## src/source/idct_config.svh

```systemverilog
`ifndef IDCT_CONFIG_SVH
`define IDCT_CONFIG_SVH

// image size in 8x8 blocks
`define IDCT_BLOCKS_X 4
`define IDCT_BLOCKS_Y 2

// block counter widths
`define IDCT_BX_W 2
`define IDCT_BY_W 1

// coefficient words first, pixel pairs above them
`define IDCT_SRC_BASE 0
`define IDCT_DST_BASE 1024
`define IDCT_SRC_STRIDE (`IDCT_BLOCKS_X * 8)
`define IDCT_DST_STRIDE (`IDCT_BLOCKS_X * 4)

// read data is valid this many cycles after its address
`define IDCT_SRAM_LATENCY 2

// arithmetic right shifts after each pass
`define IDCT_T_SHIFT 8
`define IDCT_S_SHIFT 16

`endif

```

## src/source/idct_pkg.sv

```systemverilog
`default_nettype none

package idct_pkg;

	typedef logic [17:0] sram_addr_t;
	typedef logic signed [15:0] coef_t;
	typedef logic signed [31:0] acc_t;
	typedef logic [7:0] pixel_t;
	typedef logic [4:0] buf_addr_t;
	typedef logic signed [11:0] cos_t;

	// high byte is the even column
	typedef struct packed {
		pixel_t even;
		pixel_t odd;
	} pixel_pair_t;

	// one sram word, a coefficient on fetch or a pixel pair on write-back
	typedef union packed {
		coef_t coef;
		pixel_pair_t pix;
	} sram_word_u;

	typedef struct packed {
		coef_t even;
		coef_t odd;
	} coef_pair_t;

	typedef struct packed {
		buf_addr_t addr;
		coef_pair_t data;
		logic we;
	} ram_port_t;

	typedef enum logic [2:0] {idle, fetch, pass_t, pass_s, write, done} phase_t;

	// 4096 * c_k * cos((2n+1)k*pi/16), indexed [k][n]
	localparam cos_t idct_coeff [8][8] = '{
		'{ 1448,  1448,  1448,  1448,  1448,  1448,  1448,  1448},
		'{ 2009,  1703,  1138,   400,  -400, -1138, -1703, -2009},
		'{ 1892,   784,  -784, -1892, -1892,  -784,   784,  1892},
		'{ 1703,  -400, -2009, -1138,  1138,  2009,   400, -1703},
		'{ 1448, -1448, -1448,  1448,  1448, -1448, -1448,  1448},
		'{ 1138, -2009,   400,  1703, -1703,  -400,  2009, -1138},
		'{  784, -1892,  1892,  -784,  -784,  1892, -1892,   784},
		'{  400, -1138,  1703, -2009,  2009, -1703,  1138,  -400}
	};

endpackage

`default_nettype wire

```

## src/source/idct_stage.sv

```systemverilog
`timescale 1ns/1ps
`default_nettype none

module idct_stage #(
	parameter int SHIFT = 8
) (
	input logic CLOCK_50_I,
	input logic Resetn,
	input logic go,
	output idct_pkg::ram_port_t rd_port,
	output idct_pkg::ram_port_t wr_port,
	input idct_pkg::coef_pair_t rd_q,
	output logic done
);
	import idct_pkg::*;

	// issue order is {m, n, row parity, j}, row r = 2m + parity
	logic active;
	logic [7:0] cnt;

	// fields of the read that rd_q currently answers
	logic s1_v;
	logic [7:0] s1_cnt;
	logic [1:0] s1_m;
	logic [2:0] s1_n;
	logic s1_odd;
	logic [1:0] s1_j;

	acc_t acc;
	acc_t prod_even;
	acc_t prod_odd;
	acc_t sum;
	acc_t scaled;
	coef_t even_hold;

	logic wr_we;
	buf_addr_t wr_addr;
	coef_pair_t wr_data;

	// pair j of row r sits at r*4 + j
	assign rd_port = '{addr: {cnt[7:6], cnt[2:0]}, data: '0, we: 1'b0};
	assign wr_port = '{addr: wr_addr, data: wr_data, we: wr_we};

	assign {s1_m, s1_n, s1_odd, s1_j} = s1_cnt;

	// two multipliers, one per half of the pair
	assign prod_even = acc_t'(rd_q.even) * acc_t'(idct_coeff[{s1_j, 1'b0}][s1_n]);
	assign prod_odd = acc_t'(rd_q.odd) * acc_t'(idct_coeff[{s1_j, 1'b1}][s1_n]);

	// first pair of a row starts a fresh sum
	assign sum = ((s1_j == 2'd0) ? acc_t'(0) : acc) + prod_even + prod_odd;
	assign scaled = sum >>> SHIFT;

	always_ff @(posedge CLOCK_50_I or negedge Resetn) begin
		if (!Resetn) begin
			active <= 1'b0;
			cnt <= '0;
			s1_v <= 1'b0;
			wr_we <= 1'b0;
			done <= 1'b0;
		end else begin
			if (go) begin
				active <= 1'b1;
				cnt <= '0;
			end else if (active) begin
				cnt <= cnt + 8'd1;
				if (cnt == 8'hff) active <= 1'b0;
			end
			s1_v <= active;
			wr_we <= s1_v && s1_odd && (s1_j == 2'd3);
			// raised together with the last transposed write
			done <= s1_v && (s1_cnt == 8'hff);
		end
	end

	always_ff @(posedge CLOCK_50_I) begin
		s1_cnt <= cnt;
		acc <= sum;
		if (s1_j == 2'd3) begin
			if (!s1_odd) begin
				even_hold <= coef_t'(scaled);
			end else begin
				// Y[2m][n] and Y[2m+1][n] land at n*4 + m
				wr_addr <= {s1_n, s1_m};
				wr_data <= '{even: even_hold, odd: coef_t'(scaled)};
			end
		end
	end

endmodule

`default_nettype wire

```

## config.mk

```make
export PLATFORM = sky130hd
export DESIGN_NAME = idct_stage
export DESIGN_NICKNAME = d
export VERILOG_FILES = /design/src/source/idct_config.svh /design/src/source/idct_pkg.sv /design/src/source/idct_stage.sv
export SDC_FILE = /design/constraint.sdc
export NUM_CORES = 1
export LEC_CHECK = 0
export CAP_MARGIN = 20
export CORE_MARGIN = 3
export CORE_UTILIZATION = 63
export CTS_CLUSTER_DIAMETER = 80
export DETAILED_ROUTE_END_ITERATION = 8
export DONT_BUFFER_PORTS = 1
export PLACE_DENSITY = 0.79
export SYNTH_ARGS = -nofsm -noshare
export SYNTH_HDL_FRONTEND = slang
export SYNTH_SLANG_ARGS = --single-unit
```

## constraint.sdc

```tcl
create_clock -name CLOCK_50_I -period 13.1 [get_ports CLOCK_50_I]
set_input_delay 1.965 -clock CLOCK_50_I [delete_from_list [all_inputs] [get_ports CLOCK_50_I]]
set_output_delay 1.965 -clock CLOCK_50_I [all_outputs]
set_load 0.005 [all_outputs]
```

==> impl_metrics.csv <==
group,metric,value,unit
global_routing,grt_max_degree,55,
setup_path,crit_type,"reg -> reg",
setup_path,worstPathArrival,8.71,ns
cells_and_area,antenna_cells,0,
clocking,cts_resized,0,
timing,setup_viol,0,
floorplanning,coreArea,25540,µm²
timing,rsz0062_at_grt,"no",
global_routing,grt_overflow,0,
timing,finalCritPeriodShare,65.84,%
timing,finClkSkew,0.009938,ns
timing,period_needed,8.625,ns
timing,max_freq,115.9,MHz
clocking,cts_setup_buffers,0,
setup_path,worstSetupEndpointType,"flop",
floorplanning,dieArea,28310,µm²
global_routing,grt_pass1_vias,12420,
floorplanning,die_w,168.3,µm
synthesis,synthFlopType,"edfxtp_1",
timing,tightest_slew,0.8927,ns
place,place_inst,2014,
timing,slew_viol_final,0,
cells_and_area,area_growth_syn_to_layout,2.263,%
outcome,status,"complete, no violations",
synthesis,synth_top_area_share,39.11,%
setup_path,cp.required,13.18,ns
clocking,postCtsHoldBufs,0,
clocking,cts_tree,"built",
cells_and_area,final_util,66.40,%
detailed_routing,wl,37730,µm
cells_and_area,nNetsFinal,2165,
detailed_routing,dr.pass1.iters,6,
timing,finalHoldViolCount,0,
setup_path,crit_path_start_kind,"flop",
job,drv_cap,0,
worst_hold_path,min_path_type,"reg -> reg",
synthesis,synth_edf_count,53,
clocking,clock_sinks,97,
detailed_routing,vias,11350,
floorplanning,rows,58,
floorplanning,io_pins,112,
setup_path,r2r_slack,4.47,ns
synthesis,ys_types,67,
detailed_routing,drtAntennaViolNets,0,
global_routing,antenna_found_initial,0,
synthesis,synth_cells,1749,
detailed_routing,drc,0,
setup_path,crit_top_cell,"fa_1",
synthesis,ys_seq_area_share,15.27,%
detailed_routing,routedWlPerCell,18.58,µm
synthesis,yosysWarningCount,0,
cells_and_area,final_cells,2031,
global_routing,grt.total_usage,27.96,%
floorplanning,initial_utilization,64.93,%
clocking,cts_buffers,9,
clocking,path_clk_slew,0.07,ns
setup_path,cp_slowest_cell,"o22a_1",
setup_path,cpPeakStageDelay,0.67,ns
detailed_routing,vias_per_cell,5.588,
clocking,ctsRootBufferMaster,"clkbuf_16",
clocking,clk_latency,0.34,ns
floorplanning,die_h,168.3,µm
timing,relSlewSlack,40.49,%
synthesis,synth_area_leader_cell,"fa_1",
place,gp_congestion,0.9374,
global_routing,grt_pass1_wl,62350,µm
timing,finalSetupTns,0,ns
place,portBuffers,0,
clocking,cts_buffer_depth,2,
detailed_routing,drtIter0Drc,830,
synthesis,yosys-top-cells-area,"fa_1, inv_1, edfxtp_1",
synthesis,yosys_register_bits,97,
place,hpwl,30890,µm
setup_path,cp_max_fo,16,
synthesis,synth_area,16590,µm²
clocking,h-tree-depth,3,
synthesis,avgSynthCellArea,9.483,µm²
cells_and_area,final_layout_size_suffix_gt1_share,3.233,%
synthesis,async_flop_share,12.37,%
[area by class of cell]
type | instances | area (µm²)
multi-input combinational | 1142 | 11980
fill | 1998 | 8583
sequential | 97 | 2532
inverter | 431 | 1618
tap | 330 | 412.9
clock buffer | 10 | 229.0
timing repair buffer | 15 | 112.6
clock inverter | 6 | 72.57
[stage by stage]
stage                     setup WS, ns  hold WS (ns)  cell area [µm²]
after floorplan                  5.097        0.3519            16710
after global placement           4.459        0.3874            16650
after detailed placement         4.105        0.3914            16650
after CTS                        4.084        0.4068            16950
after global routing             3.987        0.4226            16960
final                            4.475        0.4048            16960
[cell usage in the layout (no fill, tap or decap), types with 12 or more instances in the layout]
cell,instances
and2_1,113
a21oi_1,38
buf_4,15
nor2b_1,61
dfxtp_1,32
nand2_1,183
nor2_1,44
conb_1,33
fa_1,324
dfrtp_1,12
a21o_1,18
xnor2_1,36
inv_1,428
xor2_1,13
edfxtp_1,53
o21ai_0,19
ha_1,110
nand2b_1,24
[cells in the mapped netlist, drive strengths merged, types with 12 or more instances]
cell type  instances
nand2            184
xor2              13
a21oi             38
xnor2             36
dfrtp             12
a21o              18
nand2b            24
fa               324
nor2              44
ha               110
o21ai             28
buf               59
edfxtp            53
dfxtp             32
and2             114
nor2b             61
clkbuf            52
inv              431
or2               12
[per-layer routing]
layer | GRT usage, % | vias up | share of wire, %
li1 | - | 5018 | -
met1 | 33.41 | 5804 | 36
met2 | 50.17 | 407 | 53
met3 | 3.545 | 121 | 4.8
met4 | 13.45 | 0 | 5.7
met5 | 0 | - | 0
[worst paths after layout]
check,startpoint,depth (start not counted),end
worst max-delay path,s1_cnt[1]$_DFF_P_,28,even_hold[15]$_DFFE_PP_
worst min register to register,cnt[5]$_DFFE_PN0P_,0,s1_cnt[5]$_DFF_P_
worst min-delay path,cnt[5]$_DFFE_PN0P_,0,s1_cnt[5]$_DFF_P_
max in group asynchronous,Resetn,0,cnt[0]$_DFFE_PN0P_
worst max register to register,s1_cnt[1]$_DFF_P_,28,even_hold[15]$_DFFE_PP_
min in group asynchronous,Resetn,0,cnt[6]$_DFFE_PN0P_
[worst max-delay path: cells and delay by family (launching register included)]
family	cells	cell delay [ns]
and+or+nand+nor	4	0.73
buffers and inverters	6	0.52
adders and majority gates	9	4.32
AOI/OAI and AO/OA	8	2.05
xor gates and xnor gates	1	0.13
DFF	1	0.62
[flip-flops by register name (all words and copies together) (netlist names)]
name,count
wr_port,32
acc,24
even_hold,16
cnt,8
s1_cnt,8
wr_addr,5
active,1
done,1
s1_v,1
wr_we,1
[kinds of logic (layout without fill, tap and decap cells)]
kind of cell	after synthesis	in the layout	synth area share [%]
AOI/OAI and AO/OA	131	131	5.107
other	1	33	0.02261
xor gates and xnor gates	52	52	2.995
adders and majority gates	434	434	47.40
and+or+nand+nor	475	475	14.49
DFF	97	97	15.27
buffers and inverters	542	462	13.27
muxes	17	17	1.441
Power is not shown: default switching activity piles up to over one toggle a cycle in this logic, so the estimate is an artifact.
