==> src/source/idct_config.svh <==
`ifndef IDCT_CONFIG_SVH
`define IDCT_CONFIG_SVH

// image size in 8x8 blocks
`define IDCT_BLOCKS_X 4
`define IDCT_BLOCKS_Y 2

// block counter widths
`define IDCT_BX_W 2
`define IDCT_BY_W 1

// coefficient words first, pixel pairs above them
`define IDCT_SRC_BASE 0
`define IDCT_DST_BASE 1024
`define IDCT_SRC_STRIDE (`IDCT_BLOCKS_X * 8)
`define IDCT_DST_STRIDE (`IDCT_BLOCKS_X * 4)

// read data is valid this many cycles after its address
`define IDCT_SRAM_LATENCY 2

// arithmetic right shifts after each pass
`define IDCT_T_SHIFT 8
`define IDCT_S_SHIFT 16

`endif

==> src/source/idct_pkg.sv <==
`default_nettype none

package idct_pkg;

	typedef logic [17:0] sram_addr_t;
	typedef logic signed [15:0] coef_t;
	typedef logic signed [31:0] acc_t;
	typedef logic [7:0] pixel_t;
	typedef logic [4:0] buf_addr_t;
	typedef logic signed [11:0] cos_t;

	// high byte is the even column
	typedef struct packed {
		pixel_t even;
		pixel_t odd;
	} pixel_pair_t;

	// one sram word, a coefficient on fetch or a pixel pair on write-back
	typedef union packed {
		coef_t coef;
		pixel_pair_t pix;
	} sram_word_u;

	typedef struct packed {
		coef_t even;
		coef_t odd;
	} coef_pair_t;

	typedef struct packed {
		buf_addr_t addr;
		coef_pair_t data;
		logic we;
	} ram_port_t;

	typedef enum logic [2:0] {idle, fetch, pass_t, pass_s, write, done} phase_t;

	// 4096 * c_k * cos((2n+1)k*pi/16), indexed [k][n]
	localparam cos_t idct_coeff [8][8] = '{
		'{ 1448,  1448,  1448,  1448,  1448,  1448,  1448,  1448},
		'{ 2009,  1703,  1138,   400,  -400, -1138, -1703, -2009},
		'{ 1892,   784,  -784, -1892, -1892,  -784,   784,  1892},
		'{ 1703,  -400, -2009, -1138,  1138,  2009,   400, -1703},
		'{ 1448, -1448, -1448,  1448,  1448, -1448, -1448,  1448},
		'{ 1138, -2009,   400,  1703, -1703,  -400,  2009, -1138},
		'{  784, -1892,  1892,  -784,  -784,  1892, -1892,   784},
		'{  400, -1138,  1703, -2009,  2009, -1703,  1138,  -400}
	};

endpackage

`default_nettype wire

==> src/source/idct_ctrl.sv <==
`timescale 1ns/1ps
`default_nettype none
`include "idct_config.svh"

module idct_ctrl (
	input logic CLOCK_50_I,
	input logic Resetn,
	input logic start,
	input logic fetch_done,
	input logic write_done,
	input logic t_done,
	input logic s_done,
	output logic go_fetch,
	output logic go_write,
	output logic go_t,
	output logic go_s,
	output logic [`IDCT_BX_W-1:0] block_x,
	output logic [`IDCT_BY_W-1:0] block_y,
	input idct_pkg::ram_port_t xfer_port,
	input idct_pkg::ram_port_t t_rd_port,
	input idct_pkg::ram_port_t s_wr_port,
	output idct_pkg::ram_port_t a_port_a,
	output idct_pkg::ram_port_t a_port_b,
	output logic finish
);
	import idct_pkg::*;

	phase_t phase;
	logic last_x;
	logic last_y;

	assign last_x = (block_x == `IDCT_BX_W'(`IDCT_BLOCKS_X - 1));
	assign last_y = (block_y == `IDCT_BY_W'(`IDCT_BLOCKS_Y - 1));
	assign finish = (phase == done);

	// buffer A routing, pass_s only ever writes through port b
	always_comb begin
		a_port_a = t_rd_port;
		a_port_b = s_wr_port;
		case (phase)
			fetch: begin
				// fetch writes go through port b only
				a_port_a = xfer_port;
				a_port_a.we = 1'b0;
				a_port_b = xfer_port;
			end
			write: a_port_a = xfer_port;
			default: ;
		endcase
	end

	always_ff @(posedge CLOCK_50_I or negedge Resetn) begin
		if (!Resetn) begin
			phase <= idle;
			block_x <= '0;
			block_y <= '0;
			go_fetch <= 1'b0;
			go_write <= 1'b0;
			go_t <= 1'b0;
			go_s <= 1'b0;
		end else begin
			go_fetch <= 1'b0;
			go_write <= 1'b0;
			go_t <= 1'b0;
			go_s <= 1'b0;
			case (phase)
				idle: if (start) begin
					phase <= fetch;
					go_fetch <= 1'b1;
					block_x <= '0;
					block_y <= '0;
				end
				fetch: if (fetch_done) begin
					phase <= pass_t;
					go_t <= 1'b1;
				end
				pass_t: if (t_done) begin
					phase <= pass_s;
					go_s <= 1'b1;
				end
				pass_s: if (s_done) begin
					phase <= write;
					go_write <= 1'b1;
				end
				write: if (write_done) begin
					if (last_x && last_y) begin
						phase <= done;
					end else begin
						phase <= fetch;
						go_fetch <= 1'b1;
						// block-row-major traversal
						if (last_x) begin
							block_x <= '0;
							block_y <= block_y + `IDCT_BY_W'(1);
						end else begin
							block_x <= block_x + `IDCT_BX_W'(1);
						end
					end
				end
				done: phase <= idle;
				default: phase <= idle;
			endcase
		end
	end

endmodule

`default_nettype wire

==> config.mk <==
export PLATFORM = sky130hd
export DESIGN_NAME = idct_ctrl
export DESIGN_NICKNAME = d
export VERILOG_FILES = /design/src/source/idct_pkg.sv /design/src/source/idct_ctrl.sv
export VERILOG_INCLUDE_DIRS = /design/src /design/src/source
export SDC_FILE = /design/constraint.sdc
export NUM_CORES = 1
export LEC_CHECK = 0
export BUFFER_PORTS_ARGS = -buffer_cell sky130_fd_sc_hd__buf_2
export CORE_ASPECT_RATIO = 0.9
export CORE_MARGIN = 10
export CORE_UTILIZATION = 25
export CTS_BUF_LIST = sky130_fd_sc_hd__clkbuf_16
export CTS_CLUSTER_SIZE = 20
export DETAILED_ROUTE_END_ITERATION = 6
export PLACE_DENSITY = 0.72
export SLEW_MARGIN = 20
export SYNTH_ARGS = -nofsm -noshare
export SYNTH_HDL_FRONTEND = slang
export SYNTH_SLANG_ARGS = --single-unit
==> constraint.sdc <==
create_clock -name CLOCK_50_I -period 2.2 [get_ports CLOCK_50_I]
set_clock_uncertainty 0.2 [all_clocks]
set_input_delay 0.33 -clock CLOCK_50_I [delete_from_list [all_inputs] [get_ports CLOCK_50_I]]
set_output_delay 0.33 -clock CLOCK_50_I [all_outputs]
set_load 0.01 [all_outputs]
==> results of run 1 <==
==> through the flow <==
step	TNS (ns)	utilization [%]	hold slack, ns	instance area, sq um
final	-1.99	55.4	0.150	3400
after CTS	-1.74	52.0	0.151	3190
after global placement	0	44.2	0.00656	2720
after global routing	-5.64	55.4	0.178	3400
after detailed placement	0	44.2	0.00987	2720
after floorplan	0	-	-0.166	1580
==> cell usage in the layout (no fill, tap or decap), types with 2 or more instances in the layout <==
| master | n |
|---|---|
| nor3_1 | 2 |
| buf_12 | 3 |
| a21oi_1 | 2 |
| nand2_1 | 8 |
| buf_4 | 7 |
| nand3_1 | 2 |
| dfrtp_1 | 9 |
| nand2b_4 | 2 |
| mux2_4 | 59 |
| buf_2 | 148 |
| buf_16 | 2 |
| nand2b_1 | 2 |
| mux2i_1 | 2 |
| inv_1 | 3 |
| buf_6 | 59 |
| clkbuf_16 | 4 |
| o21ai_0 | 3 |
| o2bb2ai_1 | 2 |
| mux2_2 | 16 |
| nor2_1 | 4 |
==> final timing paths <==
check                            from      endpoint  slack, ns  cells after the start
min in group asynchronous      Resetn      go_fetch       0.31                      2
max reg2reg                  phase[2]    block_x[0]       0.29                      5
max                          phase[0]  a_port_a[11]      -0.07                      6
min reg2reg                   block_y       block_y       0.35                      1
min                        fetch_done          go_t       0.15                      3
max in group asynchronous      Resetn      phase[2]       1.26                      2
==> flip-flops by register name, indices dropped and copies added (netlist names) <==
| name | flops |
|---|---|
| go_fetch | 1 |
| phase | 3 |
| go_s | 1 |
| go_t | 1 |
| block_x | 2 |
| block_y | 1 |
| go_write | 1 |
==> layout make-up <==
| class | instances | area (sq um) |
|---|---|---|
| timing repair buffer | 222 | 1620 |
| fill | 536 | 2740 |
| sequential | 10 | 251 |
| multi-input combinational | 115 | 1340 |
| inverter | 3 | 11.3 |
| tap | 87 | 109 |
| clock buffer | 3 | 75.1 |
==> report_power, final <==
part	leakage [uW]	total [uW]	internal [uW]	switching, uW
clock	0.0000370	321	236	84.8
combinational	0.00169	3770	2240	1530
sequential	0.000132	288	240	48.7
==> worst min-delay path: cells and delay by family <==
kind	cells	cell delay, ns
buf+inv	2	0.16
simple gates	1	0.05
==> per-layer routing <==
| layer | track usage (%) | up-vias |
|---|---|---|
| met5 | 0 | - |
| met4 | 2.55 | 0 |
| met3 | 5.06 | 8 |
| met2 | 28.2 | 110 |
| met1 | 16.4 | 970 |
| li1 | - | 940 |
==> what timing repair did <==
item,in CTS,in global routing
buffers inserted,5,1
cloned,3,1
endpoints found under the hold margin,10,0
gates resized for setup,60,42
hold buffers,1,0
endpoints found under the setup margin,75,66
pin swaps,1,1
==> logic make-up (layout without fill, tap and decap cells) <==
| family | count (synthesis) | in the layout | synth area share (%) |
|---|---|---|---|
| compound gates | 12 | 12 | 5.46 |
| simple gates | 25 | 25 | 9.01 |
| flops | 10 | 10 | 15.8 |
| fa+ha+maj | 1 | 1 | 0.790 |
| buf+inv | 13 | 228 | 7.19 |
| mux | 77 | 77 | 61.7 |
==> metrics.txt, run 1 <==
outcome=finished, violations left; failing checks=negative setup slack; crit path DAT=1.74 ns; DRC=0; # port buffers=204; Worst-Margin Slew=0.273 ns; delay of the slowest critical-path stage=0.42 ns; startpoint types=register; Placer Congestion=0.952; Area Overhead vs Synth=115%; top sig layer=met4; largest area contributor in the netlist=mux2_2; die area=9920 sq um; synthesized flop and latch total=10; Mapped Cells=138; Tcrit/Tclk final=103%; worst-case clock buffer depth=2; # placed instances=427; CTS tree=yes; layout cells sized above 1=87.0%; DIE HEIGHT=95.5 um; Tot Pwr=4380 uW; initial antenna violation count=0; worst vdd ir=0.000488 V; # setup viols final=63; Max-Cap Viols=0; vias in the first global route=2,180; Initial Utilization=25.7%; core area=6150 sq um; Placement Setup Slack=0.0862 ns; pwr dens=1290 nW/um^2; Worst EP required=1.67 ns; Routed Antenna Nets=0; drt wl/cell=20.7 um; Clock Pin Slew Worst Setup and Hold Paths=0.04 ns; Pre-antenna DRT Iters=4; hpwl dp=6930 um; Mapped Area=1580 sq um; Tot GR Track Use=15.0%; M1 wire length=3380 um; FMAX=441 MHz; largest net degree at the start of global routing=27; tightest slew margin relative to the limit=81.6%; die width=104 um; Synth area leaders=mux2_2 (32%), mux2_4 (28%), dfrtp_1 (16%); synthesized net count=260; cell family with most CP delay=flip-flops; most frequent cell on the critical path=buf_6; Post-Route WL=9090 um; share of the synthesized area in the top cell type=32.0%; crit path cell chain=nand2b_4 -> a21oi_4 -> buf_6 -> buf_12 -> mux2_4 -> buf_6; DR WL met3=681 um; worst skew pair latency=0.24 ns; Seq/Total Area, Yosys=15.8%; Final min period=2.27 ns; Initial DRC Count=82; Worst Setup End Kind=output pin; Antenna diodes=0; final non-filler cell total=440; Buf+Inv Stages, Crit Path=3; count leader, synth=mux2_2; Fin. Hold Viols=0; first-pass GRT wire length=12,100 um; nets=477; CP max-delay cell=dfrtp_1; Unique masters post-synth=29; final max-slew violation count=0; vias=2,028; RSZ-0062 raised after global routing=yes; Root Buffer=clkbuf_16; fraction of registers with async set/reset=100%; Primary FF master, synth=dfrtp_1; cts bufs inserted=3; syn_area_per_cell=11.5 sq um; grt ovf=0; CTS sink cnt=10; Post-synth EDFFs=0; YS warnings=0; Vias/cell=4.61; WS Path Type=register to output pin; Rows=27; DR WL met2=4920 um; Leakage=0.00186 uW; Final WS setup=-0.0665 ns; # IOs=205; Worst Hold Class=input port to register; H-tree levels=1; critical path peak fanout=7; top post-synthesis cells by count=mux2_2 (45), mux2_4 (30), dfrtp_1 (10)
No activity file was read; power rests on OpenSTA's default activity.
==> inputs of run 2 (changes only) <==
- CORE_ASPECT_RATIO: 0.9 -> not set
- CORE_MARGIN: 10 -> 2
==> run 2 against run 1 <==
The flow still finishes with violations (negative setup slack); combinational power is 5% higher; utilization is 2.7 points higher; register-to-register slack better by 0.02 ns; sequential power hardly changed; critical path depth stayed put; sequential share of layout area is 0.24 points lower; final cell count is 1.6% lower; first-iteration DRC count is 45% lower; clock-buffer cell count stayed put; non-clock buffer count is 4 higher; final area is 2.9% higher; die area is 30% lower; largest cell class unchanged; highest routed layer unchanged.
==> metrics.txt, run 2 (synthesis results as in run 1) <==
outcome=finished, violations left; failing checks=negative setup slack; Tot Pwr=4550 uW; grt ovf=0; DRC=0; startpoint types=register; top sig layer=met4; H-tree levels=1; Leakage=0.00191 uW; nets=481; reg-to-reg startpoint=phase[2]; CTS sink cnt=10; vias=2,055; Antenna diodes=0; final hold slack=0.161 ns; Rows=28; Max-Cap Viols=0; critical path peak fanout=10; Worst path depth=6; M1 wire length=2940 um; # IOs=205; Post-Route WL=7900 um; worst vdd ir=0.000797 V; delay of the slowest critical-path stage=0.41 ns; Placer Congestion=0.859; worst setup path endpoint=a_port_a[12]; FMAX=449 MHz; DR WL met3=439 um; core area=6030 sq um; final max-slew violation count=0; first-pass GRT wire length=10,700 um; crit path DAT=1.70 ns; Final min period=2.23 ns; # setup viols final=33; # port buffers=204; Worst Hold Class=input port to register; Worst Setup End Kind=output pin; Placement Setup Slack=0.106 ns; crit path cell chain=nand2b_4 -> a21oi_4 -> buf_4 -> buf_12 -> mux2_4 -> buf_6; layout cells sized above 1=86.6%; hold path cells=3; Buf+Inv Stages, Crit Path=3; initial antenna violation count=0; Top Registers=phase: 3 flops, block_x: 2 flops; worst-case clock buffer depth=2; Fin. Hold Viols=0; critical path startpoint=phase[0]; CTS tree=yes; die width=83.6 um; Routed Antenna Nets=0; reg2reg setup slack=0.31 ns; max FFs per register=3; CP max-delay cell=dfrtp_1; hpwl dp=5460 um; WS Path Type=register to output pin; Initial Utilization=26.3%; Vias/cell=4.75; cell family with most CP delay=flip-flops; cts bufs inserted=3; RR Endpoint=block_x[0]; RSZ-0062 raised after global routing=yes; R2R depth=5; Pre-antenna DRT Iters=4; Clock Pin Slew Worst Setup and Hold Paths=0.04 ns; Tcrit/Tclk final=101%; most common cell after layout, fill and taps aside=buf_2; Tot GR Track Use=18.4%; drt wl/cell=18.3 um; Top reg by flops=phase; DIE HEIGHT=83.6 um; pwr dens=1300 nW/um^2; Final WS setup=-0.0267 ns; most frequent cells in the layout=buf_2 (144), buf_6 (63), mux2_4 (61); vias in the first global route=2,093; die area=6980 sq um; DR WL met2=4380 um; Worst EP required=1.67 ns; Area Overhead vs Synth=121%; Initial DRC Count=45; largest net degree at the start of global routing=27; tightest slew margin relative to the limit=82.4%; Root Buffer=clkbuf_16; worst skew pair latency=0.23 ns; Worst-Margin Slew=0.261 ns
run 2: changes by cell type in the layout (fill, tap and decap cells not counted):
cell,delta
clkinv_1,+1
clkbuf_16,+2
buf_6,+4
dfrtp_2,-1
buf_4,+1
dfrtp_1,+1
buf_2,-4
mux2_4,+2
mux2_2,-2
buf_12,+1
run 2: per-layer routing:
metal,up-vias,track usage (%)
met4,0,4.40
met3,18,2.67
li1,952,-
met5,-,0
met2,106,36.4
met1,979,20.3
run 2: stage by stage:
stage                     std cells  utilization, %  area [sq um]  setup TNS, ns
after floorplan                 138               -          1580              0
after global placement          415            44.8          2700              0
after detailed placement        415            44.8          2700              0
after CTS                       428            52.7          3180          -1.35
after global routing            433            58.1          3500          -3.19
final                           433            58.1          3500         -0.397
run 2: area by class of cell:
type / instances / area [sq um]
clock buffer: 3 / 75.1
timing repair buffer: 226 / 1730
tap: 75 / 93.8
clock inverter: 1 / 3.75
fill: 509 / 2520
multi-input combinational: 115 / 1340
sequential: 10 / 250
inverter: 3 / 11.3
run 2: worst min path at each step:
stage                             to  startpoint  slack, ns
after floorplan           block_x[0]      Resetn      -0.17
after global placement    block_x[1]      Resetn     -0.004
after detailed placement  block_x[1]      Resetn     -0.001
after CTS                       go_t  fetch_done       0.16
after global routing            go_t  fetch_done       0.17
final                           go_t  fetch_done       0.16
run 2: tightest hold or removal path: stages:
cell and delay, ns:
buf_2 0.10, inv_1 0.06, nor3_1 0.06
run 2: power by group:
part	total, uW	internal [uW]	switching (uW)
combinational	3940	2420	1530
clock	321	238	83.2
sequential	285	239	46.5
run 2: what timing repair did:
item                                    CTS  global route
hold buffers                              1             0
resized for setup                        50            53
pin swaps                                 1             1
gates cloned                              3             3
endpoints found under the hold margin    10             0
endpoints found under the setup margin   75            58
buffers inserted                          5             3
==> inputs of run 3 (changes only) <==
- clock period: 2.2 -> 2.6 ns (I/O delays scaled with it)
==> run 3 against run 2 <==
The run now ends clean; critical path depth decreased by 1; sequential power barely moved; wire length fell by 23%; via count shrank 10%; hold slack improved by 0.061 ns; combinational power decreased by 47%; critical endpoint is now a_port_b[20]; largest power group unchanged; highest routed layer unchanged.
==> metrics.txt, run 3 (synthesis results as in run 1) <==
Max-Cap Viols=0; Worst EP required=2.01 ns; Root Buffer=clkbuf_16; Tot GR Track Use=15.9%; Area Overhead vs Synth=72.7%; vias=1,847; H-tree levels=1; filler cell count=578; Top Registers=phase: 3 flops, block_x: 2 flops; layout cells sized above 1=86.2%; delay of the slowest critical-path stage=0.49 ns; Clock Pin Slew Worst Setup and Hold Paths=0.04 ns; # setup viols final=0; hold path startpoint=t_done; FMAX=400 MHz; worst vdd ir=0.000490 V; DIE HEIGHT=83.6 um; final setup TNS=0 ns; DRC=0; Antenna diodes=0; vias in the first global route=1,940; first-pass GRT wire length=9350 um; GR met2 Demand/Resource=29.8%; grt ovf=0; Top reg by flops=phase; Worst Hold Class=input port to register; reg2reg setup slack=0.84 ns; Reg area=250 sq um; cts bufs inserted=3; outcome=finished clean; startpoint types=register; Placement Setup Slack=0.285 ns; # IOs=205; worst-case clock buffer depth=2; crit path cell chain=nand2b_4 -> nor2_4 -> buf_4 -> mux2_2 -> buf_2; Initial Utilization=26.3%; max FFs per register=3; Final min period=2.50 ns; critical path peak fanout=22; tightest slew margin relative to the limit=67.9%; Post-Route WL=6070 um; Initial DRC Count=21; WS Path Type=register to output pin; core area=6030 sq um; Worst path depth=5; worst setup path endpoint=a_port_b[20]; cell family with most CP delay=flip-flops; crit path DAT=1.91 ns; RSZ-0062 raised after global routing=no; Worst Setup End Kind=output pin; initial antenna violation count=0; multi-input logic area=1230 sq um; final max-slew violation count=0; most frequent cells in the layout=buf_2 (204), mux2_2 (45), mux2_4 (30); Buf+Inv Stages, Crit Path=2; Rows=28; # port buffers=204; Placer Congestion=0.809; most common cell after layout, fill and taps aside=buf_2; largest net degree at the start of global routing=23; drt wl/cell=14.6 um; CTS sink cnt=10; Vias/cell=4.45; Leakage=0.00153 uW; die width=83.6 um; Worst-Margin Slew=0.482 ns; Final WS setup=0.0992 ns; Pre-antenna DRT Iters=5; nets=464; Tcrit/Tclk final=96.2%; hpwl dp=5280 um; critical path startpoint=phase[2]; grt met3 use=2.67%; worst skew pair latency=0.23 ns; R2R depth=3; pwr dens=961 nW/um^2; RR Endpoint=block_x[1]; GR peak layer=met2; CP max-delay cell=dfrtp_1; reg-to-reg startpoint=phase[1]; die area=6980 sq um; CTS tree=yes; global-route met1 utilization=18.7%; Routed Antenna Nets=0; Fin. Hold Viols=0
-- run 3: cell count changes in the layout (fill, tap and decap cells not counted) --
cell	before	now
buf_2	144	204
buf_4	8	2
buf_16	2	0
clkbuf_16	6	3
buf_12	4	1
mux2_4	61	30
buf_6	63	1
mux2_2	14	45
buf_8	1	0
clkinv_1	1	0
-- run 3: what timing repair did --
action                                  4_1_cts  5_1_grt
endpoints found under the setup margin        0        6
endpoints found under the hold margin        10        0
hold buffers                                  1        0
buffers inserted                              0        0
resized for setup                             0        1
-- run 3: power by group --
| group | internal [uW] | switching, uW |
|---|---|---|
| registers | 201 | 81.2 |
| clock network | 199 | 65.0 |
| logic | 1140 | 943 |
-- run 3: worst min-delay path by stage --
stage	endpoint	slack, ns	cells after the start
floorplan	block_x[0]	-0.11	0
global placement	block_x[1]	0.06	1
detailed placement	block_x[1]	0.06	1
CTS	go_s	0.22	3
global route	go_t	0.24	3
finish	go_s	0.22	3
-- run 3: final cells by class --
cell class / count / area share, %
inverter: 3 / 0.412
sequential: 10 / 9.15
clock buffer: 3 / 2.75
tap: 75 / 3.43
timing repair buffer: 209 / 39.4
multi-input combinational: 115 / 44.9
-- run 3: worst register-to-register path, delay by kind of cell, from the launching register on --
family,cells,cell delay [ns]
simple gates,2,0.83
mux,1,0.07
flops,1,0.54
-- run 3: through the flow --
step                cell area (sq um)  hold WS (ns)  total power [uW]  cells  util (%)
floorplan                        1580        -0.106              1790    138         -
global placement                 2650        0.0559              2360    411      43.9
detailed placement               2650        0.0609              2380    411      43.9
CTS                              2730         0.222              2650    415      45.3
global route                     2730         0.240              2810    415      45.4
finish                           2730         0.222              2630    415      45.4
-- run 3: metal layers --
layer,up-vias,part of all wire (%),routed length (um)
met3,8,7.9,480
met1,820,39,2380
met2,106,52,3130
met5,-,0,0
met4,0,1.3,80
li1,913,-,-
