==> config.mk <==
export PLATFORM = sky130hd
export DESIGN_NAME = block_transfer
export DESIGN_NICKNAME = d
export VERILOG_FILES = /design/src/source/idct_pkg.sv /design/src/source/block_transfer.sv
export VERILOG_INCLUDE_DIRS = /design/src /design/src/source
export SDC_FILE = /design/constraint.sdc
export NUM_CORES = 1
export LEC_CHECK = 0
export ABC_AREA = 1
export BUFFER_PORTS_ARGS = -buffer_cell sky130_fd_sc_hd__clkbuf_2
export CAP_MARGIN = 20
export CORE_MARGIN = 10
export CORE_UTILIZATION = 43
export DETAILED_ROUTE_END_ITERATION = 7
export PLACE_DENSITY = 0.79
export SKIP_LAST_GASP = 1
export SLEW_MARGIN = 0
export SYNTH_ARGS = -nofsm -noshare
export SYNTH_HDL_FRONTEND = slang
export SYNTH_SLANG_ARGS = --single-unit
==> constraint.sdc <==
create_clock -name CLOCK_50_I -period 5.58 [get_ports CLOCK_50_I]
set_input_delay 0.279 -clock CLOCK_50_I [delete_from_list [all_inputs] [get_ports CLOCK_50_I]]
set_output_delay 0.279 -clock CLOCK_50_I [all_outputs]
set_load 0.01 [all_outputs]
==> src/source/idct_config.svh <==
`ifndef IDCT_CONFIG_SVH
`define IDCT_CONFIG_SVH

// image size in 8x8 blocks
`define IDCT_BLOCKS_X 4
`define IDCT_BLOCKS_Y 2

// block counter widths
`define IDCT_BX_W 2
`define IDCT_BY_W 1

// coefficient words first, pixel pairs above them
`define IDCT_SRC_BASE 0
`define IDCT_DST_BASE 1024
`define IDCT_SRC_STRIDE (`IDCT_BLOCKS_X * 8)
`define IDCT_DST_STRIDE (`IDCT_BLOCKS_X * 4)

// read data is valid this many cycles after its address
`define IDCT_SRAM_LATENCY 2

// arithmetic right shifts after each pass
`define IDCT_T_SHIFT 8
`define IDCT_S_SHIFT 16

`endif

==> src/source/idct_pkg.sv <==
`default_nettype none

package idct_pkg;

	typedef logic [17:0] sram_addr_t;
	typedef logic signed [15:0] coef_t;
	typedef logic signed [31:0] acc_t;
	typedef logic [7:0] pixel_t;
	typedef logic [4:0] buf_addr_t;
	typedef logic signed [11:0] cos_t;

	// high byte is the even column
	typedef struct packed {
		pixel_t even;
		pixel_t odd;
	} pixel_pair_t;

	// one sram word, a coefficient on fetch or a pixel pair on write-back
	typedef union packed {
		coef_t coef;
		pixel_pair_t pix;
	} sram_word_u;

	typedef struct packed {
		coef_t even;
		coef_t odd;
	} coef_pair_t;

	typedef struct packed {
		buf_addr_t addr;
		coef_pair_t data;
		logic we;
	} ram_port_t;

	typedef enum logic [2:0] {idle, fetch, pass_t, pass_s, write, done} phase_t;

	// 4096 * c_k * cos((2n+1)k*pi/16), indexed [k][n]
	localparam cos_t idct_coeff [8][8] = '{
		'{ 1448,  1448,  1448,  1448,  1448,  1448,  1448,  1448},
		'{ 2009,  1703,  1138,   400,  -400, -1138, -1703, -2009},
		'{ 1892,   784,  -784, -1892, -1892,  -784,   784,  1892},
		'{ 1703,  -400, -2009, -1138,  1138,  2009,   400, -1703},
		'{ 1448, -1448, -1448,  1448,  1448, -1448, -1448,  1448},
		'{ 1138, -2009,   400,  1703, -1703,  -400,  2009, -1138},
		'{  784, -1892,  1892,  -784,  -784,  1892, -1892,   784},
		'{  400, -1138,  1703, -2009,  2009, -1703,  1138,  -400}
	};

endpackage

`default_nettype wire

==> src/source/block_transfer.sv <==
`timescale 1ns/1ps
`default_nettype none
`include "idct_config.svh"

module block_transfer (
	input logic CLOCK_50_I,
	input logic Resetn,
	input logic go_fetch,
	input logic go_write,
	input logic [`IDCT_BX_W-1:0] block_x,
	input logic [`IDCT_BY_W-1:0] block_y,
	input logic [15:0] sram_read_data,
	output idct_pkg::sram_addr_t sram_address,
	output idct_pkg::sram_word_u sram_write_data,
	output logic write_en_n,
	output idct_pkg::ram_port_t buf_port,
	input idct_pkg::coef_pair_t buf_q,
	output logic fetch_done,
	output logic write_done
);
	import idct_pkg::*;

	localparam int LAT = `IDCT_SRAM_LATENCY;

	sram_word_u rd_word;
	sram_addr_t src_base, dst_addr;
	// fetch issue side and the index delayed to match read data
	logic f_active;
	logic [5:0] f_cnt;
	logic f_v [LAT];
	logic [5:0] f_idx [LAT];
	coef_t even_hold;
	logic bw_we;
	buf_addr_t bw_addr;
	coef_pair_t bw_data;
	// write-back, one buffer word per sram word
	logic w_active, w_v;
	logic [4:0] w_cnt, w_idx;

	function automatic pixel_t clip(input coef_t v);
		if (v < 0) return 8'd0;
		if (v > 255) return 8'd255;
		return v[7:0];
	endfunction

	assign rd_word = sram_read_data;
	assign src_base = sram_addr_t'(`IDCT_SRC_BASE)
		+ sram_addr_t'({block_y, 3'd0}) * sram_addr_t'(`IDCT_SRC_STRIDE)
		+ sram_addr_t'({block_x, 3'd0});
	assign dst_addr = sram_addr_t'(`IDCT_DST_BASE)
		+ sram_addr_t'({block_y, w_idx[4:2]}) * sram_addr_t'(`IDCT_DST_STRIDE)
		+ sram_addr_t'({block_x, w_idx[1:0]});
	assign buf_port = '{addr: (w_active ? w_cnt : bw_addr), data: bw_data, we: bw_we};

	always_ff @(posedge CLOCK_50_I or negedge Resetn) begin
		if (!Resetn) begin
			f_active <= 1'b0;
			f_cnt <= '0;
			f_v <= '{default: 1'b0};
			bw_we <= 1'b0;
			fetch_done <= 1'b0;
			w_active <= 1'b0;
			w_cnt <= '0;
			w_v <= 1'b0;
			write_en_n <= 1'b1;
			write_done <= 1'b0;
		end else begin
			if (go_fetch) begin
				f_active <= 1'b1;
				f_cnt <= '0;
			end else if (f_active) begin
				f_cnt <= f_cnt + 6'd1;
				if (f_cnt == 6'd63) f_active <= 1'b0;
			end
			f_v[0] <= f_active;
			for (int i = 1; i < LAT; i++) begin
				f_v[i] <= f_v[i-1];
			end
			// odd column completes a pair
			bw_we <= f_v[LAT-1] && f_idx[LAT-1][0];
			fetch_done <= f_v[LAT-1] && (f_idx[LAT-1] == 6'd63);

			if (go_write) begin
				w_active <= 1'b1;
				w_cnt <= '0;
			end else if (w_active) begin
				w_cnt <= w_cnt + 5'd1;
				if (w_cnt == 5'd31) w_active <= 1'b0;
			end
			w_v <= w_active;
			write_en_n <= !w_v;
			write_done <= w_v && (w_idx == 5'd31);
		end
	end

	always_ff @(posedge CLOCK_50_I) begin
		f_idx[0] <= f_cnt;
		for (int i = 1; i < LAT; i++) begin
			f_idx[i] <= f_idx[i-1];
		end
		if (f_v[LAT-1]) begin
			if (!f_idx[LAT-1][0]) begin
				even_hold <= rd_word.coef;
			end else begin
				bw_addr <= f_idx[LAT-1][5:1];
				bw_data <= '{even: even_hold, odd: rd_word.coef};
			end
		end

		// row end jumps to the next image row of the block
		if (go_fetch) begin
			sram_address <= src_base;
		end else if (f_active) begin
			if (f_cnt[2:0] == 3'd7) begin
				sram_address <= sram_address + sram_addr_t'(`IDCT_SRC_STRIDE - 7);
			end else begin
				sram_address <= sram_address + 18'd1;
			end
		end else if (w_v) begin
			sram_address <= dst_addr;
		end

		w_idx <= w_cnt;
		if (w_v) begin
			sram_write_data.pix <= '{even: clip(buf_q.even), odd: clip(buf_q.odd)};
		end
	end

endmodule

`default_nettype wire

==> results of run 1 <==
[cells by family after synthesis]
kind of cell | synth area share, %
buffers and inverters | 5.25
xor gates and xnor gates | 0.368
DFF | 72.5
adders and majority gates | 1.58
and+or+nand+nor | 13.9
AOI/OAI and AO/OA | 6.36
[registers in the layout, indices dropped and copies added (netlist names)]
signal           count
fetch_done           1
f_active             1
w_cnt                5
write_done           1
f_cnt                6
f_idx               12
write_en_n           1
sram_address        18
bw_we                1
sram_write_data     16
f_v                  2
w_active             1
buf_port            32
w_v                  1
bw_addr              5
w_idx                5
even_hold           16
[synth_stat cells (2+ instances only)]
cell type   n  share of area (%)
nor2_2      2               0.26
nand2_1    63                5.0
inv_1      52                4.1
nor2_1     37                2.9
buf_1       2               0.16
a31oi_1     2               0.26
nand2_4     2               0.47
a22oi_1     2               0.32
o21ai_0    20                2.1
dfxtp_1    17                7.1
nand4_1     7               0.92
nand2_2     8                1.1
dfrtp_1    19                 10
xor2_1      2               0.37
ha_1        6                1.6
a21oi_1    24                2.5
a22o_1      3               0.55
nor3_2      2               0.42
nand3_1    14                1.5
edfxtp_1   87                 55
inv_2       2               0.16
nor3_1      8               0.84
[final cells by class]
type / instances / area [um^2] / area share [%]
Tap cell: 140 / 175 / 2.79
Timing Repair Buffer: 150 / 848 / 13.5
Inverter: 55 / 206 / 3.28
Clock buffer: 21 / 460 / 7.33
Multi-Input combinational cell: 208 / 1060 / 16.8
Sequential cell: 124 / 3450 / 55.0
Clock inverter: 11 / 82.6 / 1.31
[power breakdown]
part / switching, mW / internal (mW) / total, mW / leakage (nW)
Sequential: 0.0652 / 1.22 / 1.28 / 1.28
Clock: 0.398 / 0.588 / 0.986 / 0.265
Combinational: 0.221 / 0.117 / 0.338 / 1.29
Total: 0.684 / 1.92 / 2.60 / 2.84
[worst max-delay path: stages (launching register included)]
cell and delay, ps:
dfrtp_1 410, nor2_1 620, nand2_1 690
[how the worst max path moves through the flow]
| stage | endpoint | slack, ps | depth (start not counted) |
|---|---|---|---|
| floorplan | sram_address[11]$_SDFFCE_PP0P_ | 3780 | 12 |
| global placement | sram_address[12]$_SDFFCE_PP0P_ | 3580 | 3 |
| detailed placement | sram_address[16]$_SDFFCE_PP0P_ | 3380 | 3 |
| CTS | sram_address[2]$_SDFFCE_PP0P_ | 3380 | 2 |
| global route | sram_address[2]$_SDFFCE_PP0P_ | 3260 | 2 |
| finish | sram_address[8]$_DFFE_PP_ | 3390 | 2 |
[timing repair]
| item | in CTS | in global routing |
|---|---|---|
| gates resized for setup | 0 | 0 |
| hold endpoints to repair | 53 | 0 |
| hold buffers | 18 | 0 |
| buffers inserted | 0 | 0 |
[metrics by stage]
stage	std cells	instance area, um^2	power [mW]	util, %
2_1_floorplan	393	4760	1.45	-
3_5_place_dp	659	5560	1.63	51.3
6_report	709	6280	2.60	58.0
3_3_place_gp	659	5560	1.61	51.3
4_1_cts	709	6280	2.63	58.0
5_1_grt	709	6280	2.72	58.0
[per-layer routing]
layer  routed length (um)  vias up
li1                     -     1663
met1                 4870     1617
met2                 5540      143
met3                  709       18
met4                  235        0
met5                    0        -
==> results.yml, run 1 <==
critical_path:
  crit_arrival_ps: 2260
  r2r-start: "f_active$_DFF_PN0_"
  critical_path_class: "register to register"
  worstSetupStartpoint: "f_active$_DFF_PN0_"
  r2r_end: "sram_address[8]$_DFFE_PP_"
  cp_max_fo: 18
  r2r_cells: 2
  end_kind: "register"
  regToRegSetupSlack_ps: 3390
  worstPathRequired_ps: 5650
  start_kind: "register"
timing:
  tightest_slew_ps: 780
  fin_tns_setup_ps: 0
  rsz0062_at_grt: "no"
  relSlewSlack_pct: 47.8
  setup-violations-final: 0
  whs_ps: 107
  fin_crit_ps: 2190
  finClkSkew_ps: 10.5
  finalMaxSlewViolations: 0
  fmax_mhz: 456
  hold_viol: 0
  setup_ws_ps: 3390
  final.period_utilization_pct: 39.3
detailed_routing:
  detail_route.vias_per_cell: 4.85
  wire_per_inst_um: 16.0
  drc: 0
  drtIter0Drc: 368
  drtPass1Iterations: 4
  vias: 3441
  antenna_left: 0
  wl_mm: 11.4
min_path:
  hp-start: "buf_q[3]"
  hold_path_end: "sram_write_data[3]$_SDFFCE_PP0P_"
  whs_path_depth: 3
  hold_class: "input pin to register"
global_routing:
  track_usage_pct: 14.4
  grt_pass1_wl_mm: 18.2
  grt_overflow_total: 0
  gr-usage-met1_pct: 17.0
  antenna_found_initial: 0
  grt_max_degree: 39
  met3_usage_pct: 4.69
  busiest_layer: "met2"
  grt_pass1_vias: 3539
  grtUsageMet2_pct: 23.6
floorplan:
  start_util_pct: 43.9
  dieArea_um2: 15700
  fp-row-count: 38
  die_h_um: 125
  ios: 130
  core_area_um2: 10800
  die_w_um: 125
finish:
  mostFrequentLayoutCell: "clkbuf_2"
  drive_above_1_share_pct: 32.3
  final_cell_mix: "clkbuf_2, edfxtp_1, nand2_1, inv_1, nor2_1"
  nFillCells: 879
  area_growth_pct: 32.0
  fin_nets: 617
  diodes: 0
cts:
  cts_buffers: 17
  cts.path.max_buffers: 2
  htree_num_levels: 4
  cts_tree: "done"
  path_clk_slew_ps: 60
  root_buffer: "clkbuf_8"
  insertion_delay_ps: 520
  numClockSinks: 124
yosys:
  yosysSeqAreaShare_pct: 72.5
  synth_cell_types: 34
  synthArstFlopShare_pct: 16.1
  ys.flop_type: "edfxtp_1"
  syn_area_um2: 4760
  synthCells: 393
  syn_nets: 454
  synth-seq-cells: 124
  yosysWarnings: 0
  synth.avg_cell_area_um2: 12.1
  synth-edff-count: 87
job:
  drv_cap: 0
placed_design:
  portBuffers: 129
  gp_congestion: 0.873
  pre_cts_slack_ps: 3380
  place_hpwl_mm: 8.37
run_status:
  outcome: "completed"
pwr:
  peakVddDrop_uv: 240
  power_density_nw_per_um2: 414
  p_leak_nw: 2.84
(Power assumes the default switching activity.)
==> run 2, diff against run 1 <==
Clock period 5.58 ns to 2.2 ns, I/O delays scaled along.
==> run 2 against run 1 <==
- utilization rose by 4.1 points
- die area did not move
- maximum frequency rose by 7.4%
- highest routed layer unchanged
- worst hold slack got worse by 14 ps
- sequential cell count did not move
- sequential share of layout area fell by 3.7 points
- global-route usage rose by 0.72 points
- critical path depth rose by 10
==> results.yml, run 2 (synthesized netlist as in run 1, its figures left out) <==
finish:
  largest_reg_flops: 32
  fin_nets: 655
  area_growth_pct: 41.4
  drive_above_1_share_pct: 30.8
  mostFrequentLayoutCell: "clkbuf_2"
  final_cell_mix: "clkbuf_2, edfxtp_1, nand2_1, dlygate4sd3_1, inv_1"
  fin_area_um2: 6730
critical_path:
  crit_arrival_ps: 2310
  worstSetupStartpoint: "f_cnt[0]$_DFFE_PN0P_"
  start_kind: "register"
  critical_path_class: "register to register"
  cp_max_fo: 8
  cp_top_family: "simple AND/OR/NAND/NOR gates"
  path_cells: "ha_1, ha_1, inv_2, nand2_1, nand2_1, nand3_1, nand2_4, nand2_4, nor2_4, nand2_1, nand2_1, nor2_1"
  worst-path-buf-inv: 1
  end_kind: "register"
  worstPathRequired_ps: 2470
  cp_common_cell: "nand2_1"
  crit_path_max_incr_delay_ps: 400
  critPathSlowestCell: "dfrtp_1"
  r2r-start: "f_cnt[0]$_DFFE_PN0P_"
cts:
  cts_buffers: 17
  numClockSinks: 124
  insertion_delay_ps: 520
  cts_setup_buffers: 0
  path_clk_slew_ps: 60
  cts.path.max_buffers: 2
  cts_tree: "done"
  htree_num_levels: 4
  root_buffer: "clkbuf_8"
global_routing:
  grt_pass1_vias: 3653
  grt_max_degree: 34
  antenna_found_initial: 1
  track_usage_pct: 15.1
  grt_pass1_wl_mm: 18.9
  grt_overflow_total: 0
placed_design:
  gp_congestion: 0.816
  place_hpwl_mm: 8.37
  portBuffers: 129
  place_area_um2: 5590
timing:
  fmax_mhz: 490
  rsz0062_at_grt: "no"
  relSlewSlack_pct: 47.1
  setup-violations-final: 0
  final.period_utilization_pct: 92.7
  finClkSkew_ps: 13.4
  fin_crit_ps: 2040
  tightest_slew_ps: 791
  fin_tns_setup_ps: 0
  hold_viol: 0
  finalMaxSlewViolations: 0
job:
  drv_cap: 0
detailed_routing:
  vias: 3617
  drc: 0
  wire_per_inst_um: 16.2
  detail_route.vias_per_cell: 4.84
  wl_mm: 12.1
  antenna_left: 0
  drtIter0Drc: 312
  drtPass1Iterations: 5
floorplan:
  start_util_pct: 43.9
  die_w_um: 125
  dieArea_um2: 15700
  fp-row-count: 38
  die_h_um: 125
  ios: 130
  core_area_um2: 10800
pwr:
  peakVddDrop_uv: 637
  power_density_nw_per_um2: 1040
  p_leak_nw: 3.02
run_status:
  outcome: "completed"
min_path:
  hold_class: "input pin to asynchronous set/reset pin"
-- run 2: repair_timing --
action	in CTS	in global routing
hold endpoints to repair	81	0
hold buffers	54	0
setup endpoints to repair	0	0
resized for setup	0	0
-- run 2: final timing paths --
kind,endpoint,slack (ps),cells after the start
worst max-delay path,sram_address[11]$_SDFFCE_PP0P_,160,12
worst min-delay path,f_active$_DFF_PN0_,90,2
worst max register to register,sram_address[11]$_SDFFCE_PP0P_,160,12
worst min register to register,f_idx[0][11]$_DFF_P_,330,0
max in group asynchronous,write_en_n$_DFF_PN1_,1730,2
min in group CLOCK_50_I,f_idx[0][11]$_DFF_P_,330,0
-- run 2: cell type report --
class / instances / area, um^2
Clock buffer: 17 / 414
Timing Repair Buffer: 188 / 1240
Antenna cell: 1 / 2.50
Tap cell: 140 / 175
Sequential cell: 124 / 3450
Inverter: 55 / 206
Multi-Input combinational cell: 208 / 1060
Clock inverter: 15 / 186
Fill cell: 815 / 4110
-- run 2: per-stage QoR --
stage / power [mW] / worst slack [ps] / std cells / util, % / hold slack (ps)
after global placement: 4.12 / 300 / 661 / 51.6 / 97.1
after floorplan: 3.68 / 397 / 393 / - / -186
after detailed placement: 4.16 / 203 / 661 / 51.6 / 111
after global routing: 7.27 / 34.1 / 748 / 62.1 / 134
after CTS: 7.03 / 188 / 747 / 62.1 / 92.7
final: 6.99 / 160 / 748 / 62.1 / 93.0
-- run 2: worst register-to-register path: stages, from the launching register on --
cell     delay [ps]
dfrtp_1         400
ha_1            250
ha_1            260
inv_2           100
nand2_1          60
nand2_1          90
nand3_1         120
nand2_4         140
nand2_4          80
nor2_4          140
nand2_1          60
nand2_1          60
nor2_1           40
-- run 2: power breakdown --
group          internal, mW  switching (mW)  leakage [nW]
Combinational         0.361           0.565          1.45
Sequential             3.08           0.176          1.28
Clock                  1.74            1.07         0.284
Total                  5.18            1.81          3.02
-- run 2: metal layers --
metal | vias to the layer above | wire length, um | GRT usage, %
met3 | 20 | 800 | 5.15
met2 | 139 | 6120 | 25.6
met4 | 0 | 220 | 6.17
met5 | - | 0 | 0
met1 | 1714 | 4990 | 17.1
li1 | 1744 | - | -
==> run 3, diff against run 2 <==
Settings changed: CORE_UTILIZATION 43 to 36, PLACE_DENSITY 0.79 to 0.69.
==> run 3 against run 2 <==
- power shrank 0.79%
- global-route usage fell by 3.3 points
- die area is 16% higher
- largest power group unchanged
- worst hold slack got worse by 68 ps
==> results.yml, run 3 (synthesized netlist as in run 1, its figures left out) <==
run_status:
  outcome: "completed"
placed_design:
  place_hpwl_mm: 7.93
  gp_congestion: 0.821
  portBuffers: 129
finish:
  mostFrequentLayoutCell: "clkbuf_2"
  final_cell_mix: "clkbuf_2, edfxtp_1, nand2_1, inv_1, nor2_1"
  largest_reg_flops: 32
  area_growth_pct: 35.1
  diodes: 0
  drive_above_1_share_pct: 32.9
  fin_nets: 620
cts:
  cts_tree: "done"
  cts.path.max_buffers: 2
  htree_num_levels: 4
  numClockSinks: 124
  root_buffer: "clkbuf_16"
  postCtsResizedCells: 0
  cts_buffers: 17
  insertion_delay_ps: 400
  path_clk_slew_ps: 50
critical_path:
  end_kind: "register"
  r2r-start: "f_cnt[0]$_DFFE_PN0P_"
  r2r_cells: 10
  crit_arrival_ps: 2210
  critical_path_class: "register to register"
  r2r_end: "sram_address[9]$_SDFFCE_PP0P_"
  regToRegSetupSlack_ps: 130
  start_kind: "register"
  worstPathRequired_ps: 2350
  cp_max_fo: 8
floorplan:
  fp-row-count: 41
  die_w_um: 135
  ios: 130
  core_area_um2: 12800
  die_h_um: 135
  start_util_pct: 37.3
  dieArea_um2: 18200
pwr:
  p_comb_share_pct: 12.1
  netSwitchingPower_mw: 1.68
  pwr-share-seq_pct: 46.7
  peakVddDrop_uv: 577
  power_density_nw_per_um2: 1080
  internal-power_mw: 5.26
  p_leak_nw: 2.90
  p_clk_share_pct: 41.1
  sw_frac_of_total_pct: 24.2
global_routing:
  met3_usage_pct: 4.49
  grtUsageMet2_pct: 20.0
  gr-usage-met1_pct: 12.9
  grt_overflow_total: 0
  track_usage_pct: 11.8
  grt_pass1_vias: 3372
  grt_max_degree: 39
  antenna_found_initial: 0
  busiest_layer: "met2"
  grt_pass1_wl_mm: 17.2
min_path:
  hold_path_end: "sram_address[2]$_SDFFCE_PP0P_"
  hp-start: "block_x[0]"
  whs_path_depth: 3
  hold_class: "input pin to register"
timing:
  finalMaxSlewViolations: 0
  whs_ps: 24.9
  hold_viol: 0
  fin_crit_ps: 2070
  finClkSkew_ps: 7.63
  final.period_utilization_pct: 93.9
  fin_tns_setup_ps: 0
  rsz0062_at_grt: "no"
  setup-violations-final: 0
  fmax_mhz: 484
  relSlewSlack_pct: 62.6
  tightest_slew_ps: 560
detailed_routing:
  wire_per_inst_um: 14.4
  drtIter0Drc: 221
  drtPass1Iterations: 4
  antenna_left: 0
  vias: 3373
  drc: 0
  wl_mm: 10.7
  detail_route.vias_per_cell: 4.53
job:
  drv_cap: 0
==> run 3: cell types whose count changed in the layout (fill, tap and decap cells not counted), sizes merged <==
cell         delta
dlygate4sd3    -36
clkbuf          +5
clkinvlp        -3
buf             +1
bufinv          -1
clkinv          -1
diode           -1
==> run 3: worst max-delay path, cell delays in order, from the launching register on <==
cell and delay, ps:
dfrtp_1 400, ha_1 250, ha_1 270, nand2_2 120, inv_1 50, nor2_1 100
nand3_1 120, nand2_4 150, nand3_2 80, o21ai_0 200, nor2_1 70
==> run 3: final cells by class <==
class	instances	area [um^2]
Fill cell	1097	6340
Sequential cell	124	3450
Tap cell	172	215
Inverter	55	206
Clock buffer	22	507
Multi-Input combinational cell	208	1060
Clock inverter	10	123
Timing Repair Buffer	153	871
==> run 3: layer usage <==
metal / share of wire [%] / vias up
met5: 0 / -
met1: 40 / 1572
met3: 8.2 / 10
met4: 1.3 / 0
li1: - / 1670
met2: 50 / 121
==> run 3: power by group through the flow <==
stage	registers, mW	clock network [mW]	logic, mW
2_1_floorplan	3.38	0	0.295
3_3_place_gp	3.26	0	0.817
3_5_place_dp	3.29	0	0.836
4_1_cts	3.24	2.92	0.867
5_1_grt	3.28	3.04	0.938
6_report	3.24	2.85	0.843
==> run 3: worst max-delay path by stage <==
stage / from / endpoint / slack (ps) / cells past startpoint
floorplan: f_cnt[0]$_DFFE_PN0P_ / sram_address[11]$_SDFFCE_PP0P_ / 400 / 12
global placement: f_cnt[1]$_DFFE_PN0P_ / sram_address[11]$_SDFFCE_PP0P_ / 300 / 12
detailed placement: f_cnt[0]$_DFFE_PN0P_ / sram_address[9]$_SDFFCE_PP0P_ / 210 / 10
CTS: f_cnt[0]$_DFFE_PN0P_ / sram_address[9]$_SDFFCE_PP0P_ / 180 / 10
global route: f_cnt[1]$_DFFE_PN0P_ / sram_address[9]$_SDFFCE_PP0P_ / 10 / 10
finish: f_cnt[0]$_DFFE_PN0P_ / sram_address[9]$_SDFFCE_PP0P_ / 130 / 10
==> run 3: timing repair <==
item,in CTS,in global routing
hold buffers,18,0
setup endpoints to repair,0,0
buffers inserted,0,0
hold endpoints to repair,53,0
==> run 3: through the flow <==
step	total power, mW	cells	util [%]	setup WS, ps	area (um^2)
2_1_floorplan	3.68	393	-	397	4760
6_report	6.94	744	50.4	133	6430
3_5_place_dp	4.12	694	44.0	207	5620
3_3_place_gp	4.08	694	44.0	303	5620
5_1_grt	7.27	744	50.4	12.6	6430
4_1_cts	7.03	744	50.4	181	6430
